**src/design/sdram_fifo_params.svh**
```systemverilog
`ifndef SDRAM_FIFO_PARAMS_SVH
`define SDRAM_FIFO_PARAMS_SVH

// Data path widths
`define SF_SAMPLE_W 16
`define SF_CHUNK_W 64
`define SF_OUT_W 32

// Bulk store holds 2**SF_STORE_AW chunks
`define SF_STORE_AW 8

// Small FIFOs on either side of the store
`define SF_IN_DEPTH 8
`define SF_OUT_DEPTH 32

// Status widths
`define SF_LEVEL_W 32
`define SF_OUT_CNT_W 6

`endif

```
**src/design/sdram_fifo_pkg.sv**
```systemverilog
`include "sdram_fifo_params.svh"

package sdram_fifo_pkg;

	// One sample word from the acquisition side
	typedef logic [`SF_SAMPLE_W-1:0] sample_t;

	// Four samples, word 0 in bits 15:0
	typedef logic [`SF_CHUNK_W-1:0] chunk_t;

	// Word as seen by the host
	typedef logic [`SF_OUT_W-1:0] out_word_t;

	typedef logic [`SF_LEVEL_W-1:0] level_t;
	typedef logic [`SF_OUT_CNT_W-1:0] out_cnt_t;
	typedef logic [`SF_STORE_AW-1:0] store_addr_t;

	// Write port of the bulk store
	typedef struct packed {
		logic en;
		chunk_t data;
	} store_wr_t;

endpackage

```
**src/design/occupancy_monitor.sv**
```systemverilog
`timescale 1ns/100ps
`include "sdram_fifo_params.svh"

// Word count over the whole FIFO and the block ready flag
module occupancy_monitor (
	input logic ti_clk,
	input logic reset,
	input logic write_to,
	input logic read_from,
	input logic out_empty,
	input sdram_fifo_pkg::out_cnt_t out_count,
	input sdram_fifo_pkg::out_cnt_t block_size,
	output sdram_fifo_pkg::level_t num_words,
	output logic out_rdy
);

	localparam int words_per_read = `SF_OUT_W / `SF_SAMPLE_W;

	logic rd_eff;
	sdram_fifo_pkg::level_t add_words;
	sdram_fifo_pkg::level_t sub_words;

	// Reads of an empty output FIFO remove nothing
	assign rd_eff = read_from && !out_empty;
	assign add_words = write_to ? sdram_fifo_pkg::level_t'(1) : '0;
	assign sub_words = rd_eff ? sdram_fifo_pkg::level_t'(words_per_read) : '0;

	always_ff @(posedge ti_clk) begin
		if (reset) begin
			num_words <= '0;
			out_rdy <= 1'b0;
		end else begin
			num_words <= num_words + add_words - sub_words;
			out_rdy <= (out_count >= block_size);
		end
	end

endmodule

```
**config.mk**
```make
export PLATFORM = sky130hd
export DESIGN_NAME = occupancy_monitor
export DESIGN_NICKNAME = d
export VERILOG_FILES = /design/src/design/sdram_fifo_pkg.sv /design/src/design/occupancy_monitor.sv
export VERILOG_INCLUDE_DIRS = /design/src /design/src/design
export SDC_FILE = /design/constraint.sdc
export NUM_CORES = 1
export LEC_CHECK = 0
export BUFFER_PORTS_ARGS = -buffer_cell sky130_fd_sc_hd__buf_2
export CORE_ASPECT_RATIO = 1.25
export CORE_UTILIZATION = 30
export DETAILED_ROUTE_END_ITERATION = 8
export GPL_ROUTABILITY_DRIVEN = 0
export GPL_TIMING_DRIVEN = 0
export MAX_ROUTING_LAYER = met4
export PLACE_DENSITY = 0.51
export SLEW_MARGIN = 20
export SYNTH_ARGS = -nofsm -noshare
export SYNTH_HDL_FRONTEND = slang
export SYNTH_SLANG_ARGS = --single-unit
export TNS_END_PERCENT = 5
```
**constraint.sdc**
```tcl
create_clock -name ti_clk -period 2.35 [get_ports ti_clk]
set_clock_uncertainty 0.1 [all_clocks]
set_input_delay 0.235 -clock ti_clk [delete_from_list [all_inputs] [get_ports ti_clk]]
set_output_delay 0.235 -clock ti_clk [all_outputs]
set_load 0.005 [all_outputs]
```
==> metrics list <==
* Number of distinct library cell variants in the gate-level netlist after synthesis: 52
- Final setup violation count: 4
* XOR/XNOR share of the synthesized area: 0.0417
* Number of antenna-violating nets in the routed design: 0
* Required time of the critical path: 2420 ps
- In this run the worst path has a maximum fanout of 6.
- WL per Instance: 14.5 µm
* Initial Utilization: 0.308
* Clock tree root buffer cell: sky130_fd_sc_hd__clkbuf_16
- In this run the core area contains 40 standard-cell rows.
* Setup repair after global routing missed its margin: yes
- The number of antenna diodes in the final layout is 0.
- In this run the mean area of a mapped cell was 7.52 µm².
- For the worst-skew pair, the clock arrives at the later sink with an insertion delay of 280 ps.
* Multiplexer area fraction after synthesis: 0.0230
* Critical path capture point type: register
- Final hold analysis gives a worst-case slack of 192 ps.
- Fill cells in the final layout number 977.
- For this block, the routed nets add up to 8670 µm of wire.
- STA classifies the critical path startpoint as a register.
* Violated checks: negative setup slack
- Of all flip-flops after synthesis, the portion carrying an async set or reset was 0.
- In this run the count of I/O pins placed on the die edge is 50.
* Critical Path AT: 2460 ps
- Number of global-route vias before repair: 2995
- After detailed routing, the number of vias per cell comes to 5.26.
* Seq cells post-synth: 33
- The first routing iteration left 69 violations.
* Estimated wirelength of the detail-placed design: 6310 µm
- The area growth from synthesis to layout is 42.2%.
* Share of the synthesized area in the top cell type: 0.225
- Tmin final: 2400 ps
- Entering global routing, the biggest net connects 11 pins.
* Post-placement cell count: 565
- The detailed router placed 3132 vias in this run.
- The net count of the finished layout is 524.
- DIE AREA: 10200 µm²
- Setup slack on the critical path of the routed design comes to -45.8 ps.
* Residual DRC: 0
- The synthesized-area fraction occupied by ao, oa, aoi and oai cells came to 0.270.
- Setup TNS: -66.0 ps
- Dividing the final minimum period by the clock period gives 1.02.
- When the netlist entered floorplanning its net count stood at 446.
- During placement, the flow inserted port buffers numbering 48.
* DRT Pass-1 Iters: 6
- Headroom to the max-slew limit came out at 0.539.
* Final number of max-transition violations: 0
* GRT Residual Overflow: 0
- Status: finished with violations
- Top achievable clock speed: 0.417 GHz
- Die H: 113 µm
- Core Footprint: 9560 µm²
- First-pass GRT wire length: 13700 µm
- The clock passes through at most 2 buffers.
* Number of cells produced by synthesis: 391
- Post-route core utilization: 0.437
- Number of antenna violations at the first check in global routing: 0
- The biggest area contributor in the post-synthesis netlist is sky130_fd_sc_hd__dfxtp_1.
- The share of the Yosys chip area taken by registers is 0.225.
- Top cells by area in the synthesized netlist: sky130_fd_sc_hd__dfxtp_1 22%, sky130_fd_sc_hd__ha_1 16%, sky130_fd_sc_hd__inv_1 5.4%
- The most used flip-flop cell after synthesis is sky130_fd_sc_hd__dfxtp_1.
* Clock Pin Slew Worst Setup and Hold Paths: 60 ps
* Dominant combinational cell family by area after synthesis: compound AO/OA/AOI/OAI gates
- Max-cap violations in this run came to 0.
* Critical path start-end classification: reg -> reg
- Post-Synth Simple-Gate Area: 0.208
* Sink count of the clock tree: 33
* Clock tree from TritonCTS: yes
* Post-synth EDFFs: 0
- At the pin with the least slew margin, the transition time is 692 ps.
- Netlist area before placement: 2940 µm²
- The die is 90.6 µm wide.
* Kind of path behind the tightest hold check: in -> reg
- Final hold vios: 0
* Proportion of layout cells with a drive suffix above 1: 0.377
* Global-route usage over all layers: 0.170
* Yosys synthesis warning count: 0
- In this run the number of H-tree levels came out at 2.
* Adder and majority gate portion of the synthesized area: 0.162
* Non-filler cells, final: 596
* Cts bufs inserted: 5
[state kept, by name (all words and copies together), names as in the netlist]
register   cells
num_words     32
out_rdy        1
[critical path, stage by stage, from the launching register on]
cell                       delay, ps
sky130_fd_sc_hd__dfxtp_4         380
sky130_fd_sc_hd__inv_4            40
sky130_fd_sc_hd__ha_4            220
sky130_fd_sc_hd__buf_6           120
sky130_fd_sc_hd__nand4_1         110
sky130_fd_sc_hd__buf_4           140
sky130_fd_sc_hd__o22ai_4          80
sky130_fd_sc_hd__a211oi_4        340
sky130_fd_sc_hd__a211oi_4        130
sky130_fd_sc_hd__a211oi_2        270
sky130_fd_sc_hd__mux2_1          350
[Yosys cell counts (all sizes together), types with 3 or more instances]
master and instances:
a211oi 8, a21boi 4, a21o 12, a21oi 31, a221oi 3, a31oi 3
buf 6, clkbuf 4, dfxtp 33, ha 38, inv 42, mux2 6
nand2 31, nand2b 4, nand3 3, nand4 4, nor2 40, nor2b 9
nor3 25, nor4 5, o211ai 5, o21a 9, o21ai 22, o21bai 5
o22ai 3, xnor2 11, xor2 3
[metal layers]
layer | track usage | share of wire
met1 | 0.182 | 0.42
met2 | 0.313 | 0.52
met3 | 0.0255 | 0.034
met4 | 0.0667 | 0.025
met5 | - | 0
[metrics by stage]
stage | setup WS, ps | instance area, µm²
after CTS | -107 | 3740
after detailed placement | -473 | 3340
after global routing | -107 | 4180
final | -45.8 | 4180
after floorplan | 13.2 | 2940
after global placement | -445 | 3340
[worst paths after layout]
check	startpoint	slack [ps]	cells after the start	end
hold / removal	write_to	190	3	num_words[0]
setup / recovery	num_words[11]	-50	10	num_words[29]
hold reg to reg	num_words[0]	480	2	num_words[0]
setup reg to reg	num_words[11]	-50	10	num_words[29]
[area by class of cell]
type / count / area, µm² / share of cell area
tap: 126 / 158 / 0.0377
clock buffer: 6 / 129 / 0.0308
timing repair buffer: 73 / 432 / 0.103
inverter: 42 / 160 / 0.0383
buffer: 8 / 46.3 / 0.0111
sequential: 33 / 676 / 0.162
multi-input combinational: 306 / 2570 / 0.615
clock inverter: 2 / 10.0 / 0.00239
[cells in the final DEF (no fill, tap or decap), drive strengths merged, types with 2 or more instances in the layout]
cell type / synthesis / routed
a211oi: 8 / 8
a21boi: 4 / 4
a21o: 12 / 12
a21oi: 31 / 31
a221o: 2 / 2
a221oi: 3 / 3
a31o: 2 / 2
a31oi: 3 / 3
and3: 2 / 2
buf: 6 / 77
clkbuf: 4 / 10
clkinv: 0 / 2
dfxtp: 33 / 33
ha: 38 / 38
inv: 42 / 42
mux2: 6 / 6
nand2: 31 / 31
nand2b: 4 / 4
nand3: 3 / 3
nand4: 4 / 4
nor2: 40 / 40
nor2b: 9 / 9
nor3: 25 / 25
nor3b: 2 / 2
nor4: 5 / 5
o211ai: 5 / 5
o21a: 9 / 9
o21ai: 22 / 22
o21bai: 5 / 5
o22ai: 3 / 3
o32ai: 2 / 2
or3: 2 / 2
xnor2: 11 / 11
xor2: 3 / 3
[cell families after synthesis]
family                     Yosys count
muxes                                6
xor gates and xnor gates            14
AOI/OAI and AO/OA                  117
DFF                                 33
adders and majority gates           38
buffers and inverters               52
and+or+nand+nor                    131
[timing repair]
| action | CTS | global route |
|---|---|---|
| hold buffers | 0 | 0 |
| endpoints found under the setup margin | 14 | 15 |
| buffers inserted | 9 | 16 |
| pin swaps | 16 | 32 |
| resized for setup | 47 | 74 |
| cloned | 0 | 0 |
Power is left out: the tool's default activity adds up to more than one toggle a clock period on the data nets, which glitch-free logic cannot reach.
