--- src/design/sdram_fifo_params.svh ---
`ifndef SDRAM_FIFO_PARAMS_SVH
`define SDRAM_FIFO_PARAMS_SVH

// Data path widths
`define SF_SAMPLE_W 16
`define SF_CHUNK_W 64
`define SF_OUT_W 32

// Bulk store holds 2**SF_STORE_AW chunks
`define SF_STORE_AW 8

// Small FIFOs on either side of the store
`define SF_IN_DEPTH 8
`define SF_OUT_DEPTH 32

// Status widths
`define SF_LEVEL_W 32
`define SF_OUT_CNT_W 6

`endif

--- src/design/sdram_fifo_pkg.sv ---
`include "sdram_fifo_params.svh"

package sdram_fifo_pkg;

	// One sample word from the acquisition side
	typedef logic [`SF_SAMPLE_W-1:0] sample_t;

	// Four samples, word 0 in bits 15:0
	typedef logic [`SF_CHUNK_W-1:0] chunk_t;

	// Word as seen by the host
	typedef logic [`SF_OUT_W-1:0] out_word_t;

	typedef logic [`SF_LEVEL_W-1:0] level_t;
	typedef logic [`SF_OUT_CNT_W-1:0] out_cnt_t;
	typedef logic [`SF_STORE_AW-1:0] store_addr_t;

	// Write port of the bulk store
	typedef struct packed {
		logic en;
		chunk_t data;
	} store_wr_t;

endpackage

--- src/design/sync_fifo.sv ---
`timescale 1ns/100ps
`include "sdram_fifo_params.svh"

// Single-clock FIFO with the head word visible without a read strobe
module sync_fifo #(
	parameter type payload_t = sdram_fifo_pkg::chunk_t,
	parameter int depth = `SF_IN_DEPTH
) (
	input logic ti_clk,
	input logic reset,
	input logic push,
	input payload_t wdata,
	input logic pop,
	output payload_t rdata,
	output logic empty,
	output logic [$clog2(depth+1)-1:0] count
);

	localparam int aw = $clog2(depth);
	localparam int cw = $clog2(depth + 1);

	payload_t mem [depth];
	payload_t last;
	logic [aw-1:0] wr_ptr;
	logic [aw-1:0] rd_ptr;
	logic full;
	logic do_push;
	logic do_pop;

	function automatic logic [aw-1:0] bump(input logic [aw-1:0] ptr);
		return (ptr == aw'(depth - 1)) ? '0 : ptr + 1'b1;
	endfunction

	assign empty = (count == '0);
	assign full = (count == cw'(depth));
	assign do_push = push && !full;
	assign do_pop = pop && !empty;

	// Once drained, the last popped word stays on the output
	assign rdata = empty ? last : mem[rd_ptr];

	always_ff @(posedge ti_clk) begin
		if (reset) begin
			wr_ptr <= '0;
			rd_ptr <= '0;
			count <= '0;
		end else begin
			if (do_push)
				wr_ptr <= bump(wr_ptr);
			if (do_pop)
				rd_ptr <= bump(rd_ptr);
			case ({do_push, do_pop})
				2'b10: count <= count + 1'b1;
				2'b01: count <= count - 1'b1;
				default: ;
			endcase
		end
	end

	always_ff @(posedge ti_clk) begin
		if (do_push)
			mem[wr_ptr] <= wdata;
		if (do_pop)
			last <= mem[rd_ptr];
	end

	////////////////////////////////////////
	// Protocol checks
	////////////////////////////////////////

	// Upstream must hold off while no slot is free
	a_push_full: assert property (@(posedge ti_clk) disable iff (reset) push |-> !full)
		else $error("sync_fifo: push while full");

endmodule

--- config.mk ---
export PLATFORM = sky130hd
export DESIGN_NAME = sync_fifo
export DESIGN_NICKNAME = d
export VERILOG_FILES = /design/src/design/sdram_fifo_pkg.sv /design/src/design/sync_fifo.sv
export VERILOG_INCLUDE_DIRS = /design/src /design/src/design
export SDC_FILE = /design/constraint.sdc
export NUM_CORES = 1
export LEC_CHECK = 0
export BUFFER_PORTS_ARGS = -buffer_cell sky130_fd_sc_hd__buf_2
export CAP_MARGIN = 10
export CORE_MARGIN = 1
export CORE_UTILIZATION = 40
export DETAILED_ROUTE_END_ITERATION = 10
export SLEW_MARGIN = 20
export SYNTH_ARGS = -nofsm -noshare
export SYNTH_HDL_FRONTEND = slang
export SYNTH_SLANG_ARGS = --single-unit
export TNS_END_PERCENT = 20
--- constraint.sdc ---
create_clock -name ti_clk -period 21.1 [get_ports ti_clk]
set_clock_uncertainty 0.2 [all_clocks]
set_input_delay 1.055 -clock ti_clk [delete_from_list [all_inputs] [get_ports ti_clk]]
set_output_delay 1.055 -clock ti_clk [all_outputs]
set_load 0.02 [all_outputs]
==> results.cfg, run 1 <==
[run_status]
status = complete, no violations

[yosys]
synth_largest_type_area_fraction = 0.763
syn_area_per_cell_um2 = 20.7
netlist_area_um2 = 22700
synth_top_cell_by_area = edfxtp_1
synth-seq-cells = 589
yosys.cell_types.count = 35
ys_top_cells_by_area = edfxtp_1, mux4_2, nor2_1
synth_warnings = 0
ys_seq_area_frac = 0.774
syn-num-nets = 1170
synthCells = 1096

[die]
die_w_um = 240
die-area_um2 = 57700
rows = 86
coreArea_um2 = 55500
start_util = 0.408
die_h_um = 240
num_io_pins = 137

[routing]
wl_per_cell_um = 22.7
dr.pass1.iters = 5
drc = 0
first_iter_violations = 640
vias = 10666
finalWirelength_um = 46800
final_antenna_net_count = 0
via_per_inst = 5.18

[global_route]
grt_use_total = 0.166
grt_pass1_vias = 11004
grt_pass1_wl_um = 70300
grt_max_degree = 69
grt_overflow = 0
antenna_found_initial = 8

[cells_and_area]
final_common_cell = edfxtp_1
area_delta_synth_final_pct = 14.6
drive_gt1_frac = 0.346
multi_input_area_um2 = 4810
nets = 1337
utilization = 0.468
fillers = 4728
n_antenna_cell = 0
seqCellArea_um2 = 17600
layout_common_cells = edfxtp_1, nor2_1, buf_2

[critical_path]
reg2reg_from = count[1]
crit_type = reg2out
cp-start-kind = flop
cp.arrival_ns = 3.79
worstPathRequired_ns = 19.85
path_max_fanout = 33
cp-end-kind = primary output

[pwr]
p_leak_nw = 8.34
pwr_density_cell_nw_per_um2 = 137
vdd_drop_max_mv = 0.0856

[clock_network]
clock-root-buffer = clkbuf_16
cts_buffers = 59
cts_buffer_depth = 3
hold_buffers = 0
worstSkewPairLatency_ns = 0.61
clock-sinks = 589
cts.htree.levels = 2
cts_setup_buffers = 0
cts_tree = done
post_cts_resized = 0
path_clk_slew_ns = 0.06

[sta]
finalHoldViolCount = 0
fin_crit_ns = 5.05
worstMarginPinSlew_ns = 1.05
max_slew_margin = 0.301
rsz0062_at_grt = no
fin_crit_sh = 0.239
final_max_slew_viol_count = 0
fmax_mhz = 198
setup_viol = 0
tns_ns = 0

[run]
max_cap_violations = 0

[place]
gp_congestion = 0.687
io_buffers = 136
hpwlAfterDp_um = 25000

[min_path]
worstHoldStart = rd_ptr[2]
hold_class = reg2reg
[power breakdown]
group	internal (mW)	switching (mW)	total [mW]
Sequential	1.44	0.0528	1.49
Clock	0.542	0.429	0.972
Combinational	0.408	0.688	1.10
[synthesized netlist by cell type]
library cell and instances:
a21oi_1 8, and3b_1 2, buf_1 10, buf_2 6, buf_4 6, buf_6 16
clkbuf_1 15, dfxtp_1 13, edfxtp_1 576, ha_1 6, inv_1 3, inv_2 1
mux2_1 1, mux2_2 65, mux2i_1 3, mux4_2 128, nand2_1 8, nand2b_1 2
nand3_1 1, nand3_2 1, nand4b_1 1, nor2_1 201, nor2b_1 3, nor3_1 7
nor3b_1 1, nor4_1 1, o21a_1 1, o21ai_0 2, o31ai_1 1, o41ai_1 1
or2_2 1, or3_1 2, or3b_2 1, or4_4 1, xor2_1 1
[state kept, by name (all words and copies together), names as in the netlist, named ones only]
name    count
mem       512
last       64
count       4
rd_ptr      3
wr_ptr      3
[stage by stage]
step | power (mW) | worst slack [ns] | hold WS, ns | area, um2 | instances
6_report | 3.56 | 16.05 | 0.293 | 26000 | 2060
5_1_grt | 3.73 | 15.69 | 0.326 | 26000 | 2060
4_1_cts | 3.62 | 15.88 | 0.295 | 26000 | 2060
3_5_place_dp | 2.64 | 16.54 | 0.278 | 24200 | 1950
3_3_place_gp | 2.63 | 16.57 | 0.265 | 24200 | 1950
2_1_floorplan | 2.30 | 12.90 | 0.258 | 22700 | 1096
[layout make-up]
class,instances,area share
multi-input combinational,450,0.185
sequential,589,0.676
clock inverter,42,0.0104
timing repair buffer,159,0.0328
tap,748,0.0360
clock buffer,68,0.0589
inverter,4,0.000578
[cells by family after synthesis]
logic type,after synthesis,synth area share
compound gates,13,0.00326
xor+xnor,1,0.000386
fa+ha+maj,6,0.00331
buf+inv,57,0.0161
flops,589,0.774
mux,197,0.161
simple gates,233,0.0417
[final timing paths]
kind | depth (start not counted) | endpoint | slack, ns
max | 7 | rdata[57] | 16.05
min | 2 | flop | 0.29
max reg2reg | 9 | count[2] | 17.33
min reg2reg | 2 | flop | 0.29
[metal layers]
metal,routed length (um),up-vias,GRT usage
met1,21100,5645,0.235
met5,100,-,0
li1,-,4712,-
met4,805,16,0.0411
met3,2390,77,0.0359
met2,22400,216,0.263
[worst max-delay path, stage by stage, from the launching register on]
cell and delay [ns]:
dfxtp_4 0.64, buf_4 0.59, buf_4 0.66, mux4_2 0.57, mux2_2 0.32, nor2_1 0.11, nor2_1 0.05, buf_2 0.15
No activity file was read; power rests on OpenSTA's default activity.
==> run 2: changes to the inputs <==
Clock period 21.1 ns to 4.5 ns, I/O delays scaled along.
==> run 2 against run 1 <==
Net effect:
- largest cell class unchanged
- routed wire length shrank 0.58%
- sequential power grew to 4.7 times the previous value
- clock power grew to 4.7 times the previous value
- critical path type unchanged
- critical path depth shrank 1
- register-to-register slack lost 16 ns
==> results.cfg, run 2 (synthesis results as in run 1) <==
[clock_network]
hold_buffers = 68
cts_setup_buffers = 0
clock-root-buffer = clkbuf_16
cts_buffers = 58
post_cts_resized = 0
clock-sinks = 589
cts_buffer_depth = 3
path_clk_slew_ns = 0.06
cts.htree.levels = 2
cts_tree = done
worstSkewPairLatency_ns = 0.60

[die]
die-area_um2 = 57700
coreArea_um2 = 55500
die_h_um = 240
die_w_um = 240
start_util = 0.408
rows = 86
num_io_pins = 137

[critical_path]
worstPathRequired_ns = 4.07
reg2reg_to = count[2]
cpPeakStageDelay_ns = 0.69
cp_slowest_cell = clkinv_2
crit_type = reg2out
cp_cell_sequence = or4_4, clkinv_2, buf_4, nor2_1, nor2_1, buf_2
cp-start-kind = flop
cp.arrival_ns = 3.15
r2r_cells = 9
crit_top_cell = nor2_1
regToRegSetupSlack_ns = 1.36
reg2reg_from = count[0]
path_max_fanout = 36
cp-end-kind = primary output

[routing]
finalWirelength_um = 46500
drc = 0
vias = 10861
wl_per_cell_um = 21.8
final_antenna_net_count = 0
dr.pass1.iters = 5
via_per_inst = 5.10
first_iter_violations = 755

[cells_and_area]
largest_register = mem
top_regs = mem: 512 flops, last: 64 flops, count: 4 flops
area_delta_synth_final_pct = 18.1
nets = 1410
fillers = 4649
largest_register_ffs = 512
final_common_cell = edfxtp_1
layout_common_cells = edfxtp_1, nor2_1, buf_2
drive_gt1_frac = 0.326

[run]
max_cap_violations = 0

[run_status]
status = complete, no violations

[sta]
finalHoldViolCount = 0
fmax_mhz = 280
fin_crit_ns = 3.57
final_max_slew_viol_count = 0
rsz0062_at_grt = no
fin_crit_sh = 0.793
worstMarginPinSlew_ns = 1.08
setup_ws_ns = 0.930
setup_viol = 0
max_slew_margin = 0.282

[min_path]
hold_depth = 2
worstHoldStart = wdata[17]
whs_endpoint = mem[0][17]
hold_class = in2reg

[pwr]
vdd_drop_max_mv = 0.477
pwr_density_cell_nw_per_um2 = 627
pwr-share-comb = 0.311
power_mw = 16.8
clock_power_share = 0.274
power_frac_seq = 0.415
p_sw_mw = 5.43
p_leak_nw = 8.66
switching_share = 0.323
internal_power_mw = 11.4

[global_route]
grt_max_degree = 79
grt_util_met1 = 0.233
grt_pass1_vias = 11412
antenna_found_initial = 7
grt_use_met3 = 0.0333
grt_pass1_wl_um = 71000
grt_use_met2 = 0.269
top_usage_layer = met2
grt_overflow = 0
grt_use_total = 0.166

[place]
pre_cts_ws_ns = 1.34
gp_congestion = 0.697
hpwlAfterDp_um = 25900
io_buffers = 136
-- run 2: metal layers --
metal / vias to the layer above / share of wire
met5: - / 0.0014
met4: 10 / 0.017
met3: 70 / 0.048
met2: 231 / 0.48
met1: 5682 / 0.45
li1: 4868 / -
-- run 2: worst max-delay path by stage --
stage | slack, ns | endpoint | cells past startpoint | start
floorplan | -1.53 | mem[1][0] | 4 | count[1]
finish | 0.93 | rdata[18] | 6 | count[1]
detailed placement | 1.34 | count[2] | 9 | count[0]
global placement | 1.41 | count[2] | 9 | count[0]
CTS | 0.82 | rdata[18] | 6 | count[1]
global route | 0.68 | rdata[39] | 6 | count[1]
-- run 2: final cells by class --
cell class              instances  area [um2]  share of cell area
clock inverters                26         235             0.00878
clock buffers                  78        1550              0.0578
well taps                     748         936              0.0349
multi-input cells             450        4830               0.180
repair buffers                233        1640              0.0613
diodes                          2        5.00            0.000187
inverters                       4        17.5            0.000654
flip-flops and latches        589       17600               0.656
-- run 2: power groups by stage --
stage | Sequential, mW | Combinational, mW | Clock, mW
CTS | 6.98 | 5.39 | 4.73
finish | 6.97 | 5.23 | 4.60
floorplan | 7.00 | 3.77 | 0
detailed placement | 7.10 | 5.31 | 0
global route | 7.04 | 5.69 | 4.91
global placement | 7.07 | 5.28 | 0
-- run 2: through the flow --
step                 util  instances  hold WS (ns)  instance area (um2)  setup TNS, ns
CTS                 0.482       2128         0.200                26800              0
global route        0.482       2129         0.224                26800              0
floorplan               -       1096         0.104                22700        -338.91
finish              0.482       2130         0.232                26800              0
global placement    0.438       1956         0.272                24300              0
detailed placement  0.438       1956         0.279                24300              0
-- run 2: critical path, delay by kind of cell, from the launching register on --
family / cells / cell delay [ns]
buffers and inverters: 3 / 1.31
AND/OR/NAND/NOR: 3 / 0.70
flip-flops: 1 / 0.51
==> run 3: changes to the inputs <==
Clock period 4.5 ns to 3.4 ns, I/O delays scaled along.
==> run 3 against run 2 <==
Net effect:
- sequential share of layout area down 0.98 points
- largest power group unchanged
- via count increased by 0.43%
- non-clock buffer count increased by 6
- flip-flop and latch count is the same
==> results.cfg, run 3 (synthesis results as in run 1) <==
[routing]
dr.pass1.iters = 4
finalWirelength_um = 47400
final_antenna_net_count = 0
drc = 0
first_iter_violations = 817
vias = 10908
wl_per_cell_um = 22.1
via_per_inst = 5.09

[global_route]
grt_max_degree = 84
grt_pass1_vias = 11472
grt_use_total = 0.169
grt_pass1_wl_um = 71500
antenna_found_initial = 4
grt_overflow = 0

[pwr]
pwr_density_cell_nw_per_um2 = 838
vdd_drop_max_mv = 0.828
p_leak_nw = 8.84
power_mw = 22.8

[critical_path]
r2r_cells = 9
crit_type = reg2out
cp.arrival_ns = 2.80
path_max_fanout = 19
cp-end-kind = primary output
reg2reg_from = count[0]
worstPathRequired_ns = 3.03
reg2reg_to = count[2]
cp-start-kind = flop
regToRegSetupSlack_ns = 0.58

[place]
io_buffers = 136
hpwlAfterDp_um = 25500
placed_cell_area_um2 = 24600
gp_congestion = 0.696

[sta]
fin_crit_sh = 0.933
max_slew_margin = 0.253
final_max_slew_viol_count = 0
finalHoldViolCount = 0
worstMarginPinSlew_ns = 1.12
setup_viol = 0
fin_crit_ns = 3.17
fmax_mhz = 315
rsz0062_at_grt = no

[min_path]
worstHoldStart = wdata[28]
whs_endpoint = mem[2][28]
hold_class = in2reg
hold_depth = 2

[cells_and_area]
layout_common_cells = edfxtp_1, nor2_1, buf_2
largest_register_ffs = 512
final_common_cell = edfxtp_1
postLayoutCellArea_um2 = 27200
top_regs = mem: 512 flops, last: 64 flops, count: 4 flops
n_antenna_cell = 0
area_delta_synth_final_pct = 19.9
largest_register = mem
drive_gt1_frac = 0.340
nets = 1417

[clock_network]
cts_buffers = 59
clock-root-buffer = clkbuf_16
worstSkewPairLatency_ns = 0.61
path_clk_slew_ns = 0.06
cts.htree.levels = 2
clock-sinks = 589
cts_tree = done
cts_buffer_depth = 3
cts_setup_buffers = 0

[run_status]
status = complete, no violations

[run]
max_cap_violations = 0

[die]
rows = 86
coreArea_um2 = 55500
die_h_um = 240
die_w_um = 240
die-area_um2 = 57700
start_util = 0.408
num_io_pins = 137
==> run 3: changes by cell type in the layout (fill, tap and decap cells not counted), sizes merged <==
cell,change
clkinvlp,-1
clkinv,+13
bufinv,+4
diode,-2
buf,+6
clkbuf,-9
==> run 3: routing by layer <==
layer  track usage  vias up  part of all wire  wire length, um
li1              -     4892                 -                -
met1         0.235     5742              0.46            21700
met2         0.275      202              0.48            22900
met3        0.0297       64             0.042             1980
met4        0.0456        8             0.018              836
met5             0        -            0.0012               55
==> run 3: worst max-delay path: stages (launching register included) <==
cell,delay (ns)
dfxtp_4,0.64
buf_4,0.40
mux4_2,0.56
mux2_2,0.29
nor2_1,0.10
nor2_1,0.06
buf_2,0.15
==> run 3: power breakdown <==
| part | leakage, nW | switching (mW) | total (mW) | internal [mW] |
|---|---|---|---|---|
| registers | 5.36 | 0.268 | 9.18 | 8.91 |
| clock network | 0.963 | 2.65 | 6.48 | 3.83 |
| logic | 2.52 | 4.37 | 7.12 | 2.75 |
==> run 3: what timing repair did <==
| item | 4_1_cts | 5_1_grt |
|---|---|---|
| resized for setup | 0 | 0 |
| hold endpoints to repair | 525 | 0 |
| hold buffers | 68 | 0 |
==> run 3: area by class of cell <==
cell class / instances / area [um2]
Clock inverter: 42 / 414
Inverter: 4 / 16.3
Timing Repair Buffer: 239 / 1870
Sequential cell: 589 / 17600
Tap cell: 748 / 936
Fill cell: 4605 / 28300
Clock buffer: 69 / 1540
Multi-Input combinational cell: 450 / 4850
==> run 3: worst max path at each step <==
stage | startpoint | endpoint | slack (ns) | cells after the start
floorplan | count[1] | mem[3][0] | -0.52 | 4
global placement | count[0] | count[2] | 0.61 | 9
detailed placement | count[0] | count[2] | 0.57 | 9
CTS | flop | rdata[58] | 0.12 | 6
global route | flop | rdata[58] | 0.02 | 6
finish | flop | rdata[58] | 0.23 | 6
==> run 3: per-stage QoR <==
step | cells | setup WS [ns] | utilization | setup TNS, ns | hold WS [ns]
CTS | 2141 | 0.123 | 0.490 | 0 | 0.129
global route | 2141 | 0.0192 | 0.490 | 0 | 0.159
detailed placement | 1962 | 0.575 | 0.442 | 0 | 0.246
floorplan | 1096 | -0.520 | - | -106.26 | 0.0418
finish | 2141 | 0.228 | 0.490 | 0 | 0.167
global placement | 1962 | 0.607 | 0.442 | 0 | 0.231
