File: config.mk
export PLATFORM = sky130hd
export DESIGN_NAME = transfer_engine
export DESIGN_NICKNAME = d
export VERILOG_FILES = /design/src/design/sdram_fifo_pkg.sv /design/src/design/transfer_engine.sv
export VERILOG_INCLUDE_DIRS = /design/src /design/src/design
export SDC_FILE = /design/constraint.sdc
export NUM_CORES = 1
export LEC_CHECK = 0
export BUFFER_PORTS_ARGS = -buffer_cell sky130_fd_sc_hd__buf_2
export CAP_MARGIN = 20
export CORE_AREA = 10 10 85 87
export CTS_BUF_LIST = sky130_fd_sc_hd__clkbuf_4
export DETAILED_ROUTE_END_ITERATION = 16
export DIE_AREA = 0 0 95 97
export GPL_ROUTABILITY_DRIVEN = 1
export PLACE_DENSITY_LB_ADDON = 0.2
export SLEW_MARGIN = 20
export SYNTH_ARGS = -nofsm -noshare
export SYNTH_HDL_FRONTEND = slang
export SYNTH_SLANG_ARGS = --single-unit
File: constraint.sdc
create_clock -name ti_clk -period 1.2 [get_ports ti_clk]
set_input_delay 0.18 -clock ti_clk [delete_from_list [all_inputs] [get_ports ti_clk]]
set_output_delay 0.18 -clock ti_clk [all_outputs]
set_load 0.005 [all_outputs]
File: src/design/sdram_fifo_params.svh
`ifndef SDRAM_FIFO_PARAMS_SVH
`define SDRAM_FIFO_PARAMS_SVH

// Data path widths
`define SF_SAMPLE_W 16
`define SF_CHUNK_W 64
`define SF_OUT_W 32

// Bulk store holds 2**SF_STORE_AW chunks
`define SF_STORE_AW 8

// Small FIFOs on either side of the store
`define SF_IN_DEPTH 8
`define SF_OUT_DEPTH 32

// Status widths
`define SF_LEVEL_W 32
`define SF_OUT_CNT_W 6

`endif

File: src/design/sdram_fifo_pkg.sv
`include "sdram_fifo_params.svh"

package sdram_fifo_pkg;

	// One sample word from the acquisition side
	typedef logic [`SF_SAMPLE_W-1:0] sample_t;

	// Four samples, word 0 in bits 15:0
	typedef logic [`SF_CHUNK_W-1:0] chunk_t;

	// Word as seen by the host
	typedef logic [`SF_OUT_W-1:0] out_word_t;

	typedef logic [`SF_LEVEL_W-1:0] level_t;
	typedef logic [`SF_OUT_CNT_W-1:0] out_cnt_t;
	typedef logic [`SF_STORE_AW-1:0] store_addr_t;

	// Write port of the bulk store
	typedef struct packed {
		logic en;
		chunk_t data;
	} store_wr_t;

endpackage

File: src/design/transfer_engine.sv
`timescale 1ns/100ps
`include "sdram_fifo_params.svh"

// Moves chunks into the bulk store and unloads them as host words
module transfer_engine (
	input logic ti_clk,
	input logic reset,
	input logic in_empty,
	input sdram_fifo_pkg::chunk_t in_chunk,
	input logic store_has_data,
	input sdram_fifo_pkg::chunk_t store_chunk,
	input sdram_fifo_pkg::out_cnt_t out_count,
	output logic in_pop,
	output sdram_fifo_pkg::store_wr_t store_wr,
	output logic store_rd_en,
	output logic out_push,
	output sdram_fifo_pkg::out_word_t out_word
);

	typedef enum logic [1:0] {
		ST_IDLE,
		ST_SEND_LO,
		ST_SEND_HI
	} state_t;

	state_t state;
	logic room;

	// Both halves of a chunk must fit in the output FIFO
	assign room = (out_count <= sdram_fifo_pkg::out_cnt_t'(`SF_OUT_DEPTH - 2));

	////////////////////////////////////////
	// State machine
	////////////////////////////////////////

	always_ff @(posedge ti_clk) begin
		if (reset) begin
			state <= ST_IDLE;
		end else begin
			case (state)
				ST_IDLE: begin
					// Writes into the store take priority
					if (in_empty && store_has_data && room)
						state <= ST_SEND_LO;
				end
				ST_SEND_LO: state <= ST_SEND_HI;
				ST_SEND_HI: state <= ST_IDLE;
				default: state <= ST_IDLE;
			endcase
		end
	end

	// Store write straight from the chunk FIFO head
	assign in_pop = (state == ST_IDLE) && !in_empty;
	assign store_wr.en = in_pop;
	assign store_wr.data = in_chunk;

	// Low half first, the store advances with the high half
	assign out_push = (state == ST_SEND_LO) || (state == ST_SEND_HI);
	assign store_rd_en = (state == ST_SEND_HI);

	always_comb begin
		if (state == ST_SEND_HI)
			out_word = store_chunk[`SF_CHUNK_W-1:`SF_OUT_W];
		else
			out_word = store_chunk[`SF_OUT_W-1:0];
	end

endmodule

==> results of run 1 <==
==> repair_timing <==
item                       in CTS  in global routing
pin swaps                       0                  1
buffers inserted                1                  2
setup endpoints to repair      38                 38
resized for setup              30                  6
==> kinds of logic (layout without fill, tap and decap cells) <==
| family | Yosys count | in the layout | share of synthesized area, % |
|---|---|---|---|
| adder cells (fa/ha/maj) | 4 | 4 | 4.12 |
| flip-flops | 2 | 2 | 3.30 |
| AO/OA/AOI/OAI | 1 | 1 | 1.24 |
| AND/OR/NAND/NOR | 8 | 8 | 4.02 |
| multiplexers | 34 | 34 | 40.6 |
| buffers and inverters | 71 | 124 | 46.7 |
==> synthesized netlist by cell type <==
master	n
buf_4	65
a2bb2oi_2	1
ha_1	4
nand3b_1	1
nor2b_1	1
buf_6	1
mux2i_1	2
nand2_1	1
inv_1	2
nand4_1	1
mux2_2	2
nand2b_1	4
buf_12	3
dfxtp_1	2
mux2_4	30
==> where the power goes <==
| part | internal [mW] | leakage (nW) | switching (mW) |
|---|---|---|---|
| clock | 0.110 | 0.0138 | 0.0346 |
| sequential | 0.0912 | 0.0172 | 0.0153 |
| combinational | 0.840 | 0.825 | 0.429 |
==> cell type report <==
type	count	area share, %
clock buffer	3	1.39
inverter	2	0.617
multi-input combinational	47	39.7
sequential	2	2.62
tap	72	5.56
timing repair buffer	119	50.2
==> tightest hold or removal path: stages <==
cell	delay, ns
buf_2	0.09
nand2b_1	0.09
mux2i_1	0.05
==> stage by stage <==
stage                     hold WS, ns  util [%]  std cells  worst slack [ns]
after floorplan                 0.353         -        120           -0.0744
after global placement          0.360      25.2        239            -0.151
after detailed placement        0.360      25.2        239            -0.167
after CTS                       0.236      28.9        243            -0.384
after global routing            0.263      29.6        245            -0.417
final                           0.242      29.6        245            -0.362
==> placed cells by master, fill, tap and decap left out, drive strengths merged <==
master / synthesis / layout
buf: 69 / 119
mux2: 32 / 32
nand2b: 4 / 4
ha: 4 / 4
clkbuf: 0 / 3
mux2i: 2 / 2
dfxtp: 2 / 2
inv: 2 / 2
nor2b: 1 / 1
nand2: 1 / 1
nand4: 1 / 1
nand3b: 1 / 1
a2bb2oi: 1 / 1
==> layer usage <==
metal | vias to the layer above | wire length (um) | global-route usage (%) | share of wire [%]
met5 | - | 0 | 0 | 0
met4 | 0 | 82 | 3.43 | 2.0
met3 | 20 | 688 | 5.24 | 16
met2 | 92 | 2170 | 13.4 | 52
met1 | 424 | 1230 | 6.62 | 29
li1 | 435 | - | - | -
==> worst max path at each step <==
stage	from	endpoint	slack [ns]	cells past startpoint
2_1_floorplan	state[0]	out_word[0]	-0.07	5
6_report	state[0]	out_word[3]	-0.36	5
3_5_place_dp	state[1]	out_word[2]	-0.17	4
5_1_grt	state[0]	out_word[1]	-0.42	5
4_1_cts	state[0]	out_word[2]	-0.38	5
3_3_place_gp	state[1]	out_word[6]	-0.15	4
==> qor.yml, run 1 <==
avgRoutedWirePerCell_um: 17.1
fp.coreArea_um2: 5470
start_kind: "flop"
synth_cells: 120
cp_top_family: "buffers and inverters"
syn_avg_cell_area_um2: 10.1
chipWidth_um: 95
drc: 0
period_needed_ns: 1.56
end_kind: "output port"
area_growth_pct: 33.6
antennaDiodeCount: 0
gr-total-overflow: 0
synth_top_area_cell: "buf_4"
critical_path_arrival_ns: 1.38
clockBufferDepth: 2
failed_checks: "setup timing"
cts_root_buf: "clkbuf_4"
run_status: "complete, but fails checks"
ys_seq_area_share_pct: 3.30
rrSetupSlack_ns: -0.11
vdd_drop_max_v: 0.000322
final-seq-area_um2: 42.5
gp_congestion: 0.774
largest_register_ffs: 2
holdBufCountCts: 0
ant_nets: 0
globalRouteTotalUtil_pct: 7.74
drive_gt1_share_pct: 93.6
ys_warn_count: 0
cts_sinks: 2
ys_types: 15
cp_cell_sequence: "inv_2 > ha_4 > buf_12 > mux2_4 > buf_6"
top_register: "state"
finalHoldViolCount: 0
port_buffers: 109
grt_pass1_vias: 991
worstSkewPairLatency_ns: 0.22
clock_skew_ns: 0.0000184
rsz0062_at_grt: "true"
routed_wirelength_um: 4180
fin_ws_ns: -0.362
min_period_over_period_pct: 130
avgViaCountPerCell: 3.96
drv_slew: 0
min_from: "reset"
numCtsBuffers: 3
final-setup-viol-count: 38
cap_violations: 0
drt_iter0_markers: 12
htree_levels: 1
hpwl_um: 3670
tritoncts: "yes"
rr_startpoint: "state[0]"
total_power_mw: 1.52
hold-path-endpoint: "state[1]"
p_leak_nw: 0.856
synthTopCellsByArea: "buf_4 40%, mux2_4 37%, buf_12 4.9%, ha_1 4.1%, dfxtp_1 3.3%"
multi_input_area_um2: 643
vias: 971
syn_nets: 262
fmax_mhz: 640
nNetsFinal: 317
path_buf_inv: 3
tightestPinTransition_ns: 0.172
worst-r2r-cell-count: 7
first_pass_iters: 3
stdcell_area_um2: 1620
power_density_nw_per_um2: 937
slowest_stage: "mux2_4"
fp-row-count: 27
synth.ff_latch_count: 2
initial_utilization_pct: 22.2
clk_pin_slew_ns: 0.03
placed_cell_area_um2: 1380
fillers: 596
critical_path.max_fanout: 16
synth_top_area_share_pct: 40.2
slew-limit-headroom_pct: 88.5
grt_max_degree: 17
tns_ns: -11.69
holdCritPathClass: "in -> reg"
die_area_um2: 9220
worstHoldPathCells: 3
grt_pass1_wl_um: 5670
reg_top3: "state: 2 flops"
r2r_end: "state[0]"
die_y_um: 97
cpPeakStageDelay_ns: 0.32
antenna_found_initial: 0
setup.worst_path.class: "reg -> out"
syn-cell-area_um2: 1210
critPathRequiredTime_ns: 1.02
ioPinCount: 238
Power figures use the tool's default switching activity.
==> inputs of run 2 (changes only) <==
--- a/config.mk
+++ b/config.mk
@@ -13,7 +13,8 @@
 export DETAILED_ROUTE_END_ITERATION = 16
 export DIE_AREA = 0 0 95 97
 export GPL_ROUTABILITY_DRIVEN = 1
-export PLACE_DENSITY_LB_ADDON = 0.2
+export PLACE_DENSITY = 0.73
+export SETUP_SLACK_MARGIN = 0.4
 export SLEW_MARGIN = 20
 export SYNTH_ARGS = -nofsm -noshare
 export SYNTH_HDL_FRONTEND = slang
==> qor.yml, run 2 (synthesis gave the netlist of run 1 again) <==
slew-limit-headroom_pct: 91.0
nNetsFinal: 320
vdd_drop_max_v: 0.000291
routed_wirelength_um: 4510
rrSetupSlack_ns: -0.23
holdBufCountCts: 0
drc: 0
grt_max_degree: 27
reg_top3: "state: 2 flops"
ioPinCount: 238
finalHoldViolCount: 0
antenna_found_initial: 0
power_density_nw_per_um2: 987
tritoncts: "yes"
critical_path.max_fanout: 13
final_core_util_pct: 31.6
vias: 1011
tns_ns: -13.35
rr_startpoint: "state[0]"
fp.coreArea_um2: 5470
clock_skew_ns: 0.00187
worst-r2r-cell-count: 8
avgRoutedWirePerCell_um: 18.2
drive_gt1_share_pct: 93.8
min_period_over_period_pct: 133
tightestPinTransition_ns: 0.132
period_needed_ns: 1.60
hold-path-endpoint: "state[1]"
drt_iter0_markers: 6
instances_no_fill: 248
start_kind: "flop"
run_status: "complete, but fails checks"
area_growth_pct: 42.5
total_power_mw: 1.71
clk_pin_slew_ns: 0.03
min_from: "reset"
failed_checks: "setup timing"
cts_root_buf: "clkbuf_4"
die_area_um2: 9220
top_register: "state"
avgViaCountPerCell: 4.08
grt_pass1_vias: 1018
ant_nets: 0
first_pass_iters: 3
port_buffers: 109
holdCritPathClass: "in -> reg"
fmax_mhz: 625
gr-total-overflow: 0
setup.worst_path.class: "reg -> out"
hpwl_um: 3540
end_kind: "output port"
cts_sinks: 2
gp_congestion: 0.836
fin_ws_ns: -0.400
chipWidth_um: 95
initial_utilization_pct: 22.2
numCtsBuffers: 3
die_y_um: 97
largest_register_ffs: 2
final_cell_mix: "75 x buf_2, 38 x buf_6, 32 x mux2_4"
critPathLaunch: "state[0]"
critPathRequiredTime_ns: 1.02
worstHoldPathCells: 3
final-setup-viol-count: 38
worstSkewPairLatency_ns: 0.22
htree_levels: 1
antennaDiodeCount: 0
clockBufferDepth: 2
fp-row-count: 27
cap_violations: 0
globalRouteTotalUtil_pct: 7.89
critical_path_arrival_ns: 1.42
r2r_end: "state[0]"
grt_pass1_wl_um: 5670
final_common_cell: "buf_2"
p_leak_nw: 0.898
dp_cells: 238
rsz0062_at_grt: "true"
drv_slew: 0
[run 2: critical path: stages (launching register included)]
cell and delay (ns):
dfxtp_2 0.31, inv_2 0.07, ha_4 0.19, buf_12 0.17
mux2_4 0.32, buf_6 0.12
[run 2: power by group]
group / internal (mW) / leakage [nW] / switching, mW
logic: 0.966 / 0.867 / 0.484
registers: 0.0912 / 0.0172 / 0.0172
clock network: 0.110 / 0.0138 / 0.0372
[run 2: worst max-delay path by stage]
stage                   end  slack (ns)  cells after the start
6_report       out_word[19]       -0.40                      5
5_1_grt        out_word[19]       -0.46                      5
4_1_cts        out_word[31]       -0.41                      5
3_5_place_dp    out_word[2]       -0.17                      5
3_3_place_gp   out_word[31]       -0.15                      5
2_1_floorplan   out_word[0]       -0.07                      5
[run 2: metrics by stage]
step | hold WS [ns] | worst slack, ns | area (um2)
6_report | 0.260 | -0.400 | 1730
2_1_floorplan | 0.353 | -0.0744 | 1230
4_1_cts | 0.252 | -0.409 | 1600
3_3_place_gp | 0.360 | -0.154 | 1370
5_1_grt | 0.289 | -0.460 | 1730
3_5_place_dp | 0.360 | -0.173 | 1370
[run 2: what timing repair did]
| item | CTS | global route |
|---|---|---|
| setup buffers | 2 | 3 |
| pin swaps | 0 | 1 |
| cloned | 0 | 2 |
| resized for setup | 33 | 12 |
| endpoints found under the setup margin | 38 | 38 |
[run 2: layout make-up]
cell class | count | area (um2)
multi-input combinational | 47 | 658
fill | 566 | 3740
inverter | 2 | 7.51
tap | 72 | 90.1
sequential | 2 | 42.5
clock buffer | 3 | 22.5
timing repair buffer | 122 | 908
[run 2: routing by layer]
layer  track usage (%)  wire length (um)  vias to the layer above
li1                  -                 -                      442
met1              6.04              1370                      448
met2              14.2              2240                      109
met3              6.48               844                       12
met4              2.63                51                        0
met5                 0                 0                        -
==> inputs of run 3 (changes only) <==
--- a/config.mk
+++ b/config.mk
@@ -6,14 +6,13 @@
 export SDC_FILE = /design/constraint.sdc
 export NUM_CORES = 1
 export LEC_CHECK = 0
-export BUFFER_PORTS_ARGS = -buffer_cell sky130_fd_sc_hd__buf_2
+export BUFFER_PORTS_ARGS = -buffer_cell sky130_fd_sc_hd__buf_4
 export CAP_MARGIN = 20
-export CORE_AREA = 10 10 85 87
-export CTS_BUF_LIST = sky130_fd_sc_hd__clkbuf_4
+export CORE_MARGIN = 10
+export CORE_UTILIZATION = 23
 export DETAILED_ROUTE_END_ITERATION = 16
-export DIE_AREA = 0 0 95 97
 export GPL_ROUTABILITY_DRIVEN = 1
-export PLACE_DENSITY = 0.73
+export PLACE_DENSITY = 0.77
 export SETUP_SLACK_MARGIN = 0.4
 export SLEW_MARGIN = 20
 export SYNTH_ARGS = -nofsm -noshare
==> qor.yml, run 3 (synthesis gave the netlist of run 1 again) <==
run_status: "complete, but fails checks"
failed_checks: "setup timing"
reg_top3: "state: 2 flops"
critPathRequiredTime_ns: 1.02
clock_skew_ns: 0.00136
antenna_found_initial: 0
cts_root_buf: "clkbuf_8"
htree_levels: 1
worstSkewPairLatency_ns: 0.21
p_leak_nw: 0.973
top_register: "state"
routed_wirelength_um: 5060
gr-total-overflow: 0
rsz0062_at_grt: "true"
drive_gt1_share_pct: 93.9
dpl_worst_slack_ns: -0.159
final_cell_mix: "88 x buf_4, 35 x buf_6, 31 x mux2_4"
finalHoldViolCount: 0
cp_cell_sequence: "inv_2 > ha_4 > buf_12 > mux2_4 > buf_6"
first_pass_iters: 4
tritoncts: "yes"
hpwl_um: 4040
end_kind: "output port"
initial_utilization_pct: 23.8
critical_path_arrival_ns: 1.40
pwr-share-seq_pct: 5.8
power_density_nw_per_um2: 979
dp_cells: 240
largest_register_ffs: 2
antennaDiodeCount: 0
vdd_drop_max_v: 0.000345
tns_ns: -12.89
port_buffers: 109
min_period_over_period_pct: 132
critical_path.max_fanout: 11
tightestPinTransition_ns: 0.120
grt_pass1_wl_um: 7040
gp_congestion: 0.809
holdCritPathClass: "in -> reg"
ant_nets: 0
period_needed_ns: 1.58
p_switching_mw: 0.546
path_buf_inv: 3
final_core_util_pct: 37.5
cp_top_family: "buffers and inverters"
setup.worst_path.class: "reg -> out"
die_y_um: 92.6
grt_max_degree: 12
instances_no_fill: 249
clk_pin_slew_ns: 0.03
p_sw_share_pct: 29.1
intPower_mw: 1.33
globalRouteTotalUtil_pct: 10.5
final-setup-viol-count: 38
grt_pass1_vias: 1123
fp.coreArea_um2: 5110
fin_ws_ns: -0.382
clockBufferDepth: 2
nNetsFinal: 323
cpPeakStageDelay_ns: 0.32
fp-row-count: 26
drv_slew: 0
stdcell_area_um2: 1920
cap_violations: 0
start_kind: "flop"
cts_sinks: 2
numCtsBuffers: 3
drt_iter0_markers: 21
avgRoutedWirePerCell_um: 20.3
power_frac_clock_pct: 14.2
ioPinCount: 238
grtUsageMet1_pct: 9.45
grtUsageMet3_pct: 7.83
area_growth_pct: 57.9
placed_cell_area_um2: 1680
vias: 1039
slowest_stage: "mux2_4"
fin_hold_ws_ns: 0.257
total_power_mw: 1.88
fmax_mhz: 632
busiest_layer: "met2"
final_common_cell: "buf_4"
chipWidth_um: 92.6
avgViaCountPerCell: 4.17
slew-limit-headroom_pct: 91.8
die_area_um2: 8580
met2_usage_pct: 18.5
combPwrFrac_pct: 80.0
drc: 0
## run 3: metal layers
metal | wire length, um | share of wire [%]
met1 | 1650 | 32
met2 | 2560 | 51
met3 | 830 | 16
met4 | 29 | 0.57
met5 | 0 | 0
## run 3: tightest hold or removal path: stages
cell	delay (ns)
buf_4	0.09
nand2b_1	0.09
mux2i_1	0.06
## run 3: area by class of cell
cell class | instances | area [um2]
Fill cell | 473 | 3190
Timing Repair Buffer | 125 | 1090
Multi-Input combinational cell | 47 | 643
Tap cell | 70 | 87.6
Sequential cell | 2 | 42.5
Clock buffer | 3 | 41.3
Inverter | 2 | 7.51
## run 3: power by group through the flow
stage	sequential (mW)	combinational, mW	clock (mW)
after detailed placement	0.109	1.20	0
after CTS	0.108	1.44	0.276
after global placement	0.107	1.19	0
final	0.108	1.50	0.267
after global routing	0.109	1.60	0.276
after floorplan	0.110	0.786	0
## run 3: final timing paths
| kind | startpoint | end | slack [ns] | cells past startpoint |
|---|---|---|---|---|
| setup / recovery | state[0] | out_word[2] | -0.38 | 5 |
| hold / removal | reset | state[0] | 0.26 | 3 |
| setup reg to reg | state[0] | state[1] | -0.25 | 8 |
| hold reg to reg | state[0] | state[0] | 0.61 | 3 |
## run 3: repair_timing
action | 4_1_cts | 5_1_grt
gates resized for setup | 32 | 7
buffers inserted | 4 | 2
hold endpoints to repair | 0 | 0
pin swaps | 1 | 0
endpoints found under the setup margin | 38 | 38
hold buffers | 0 | 0
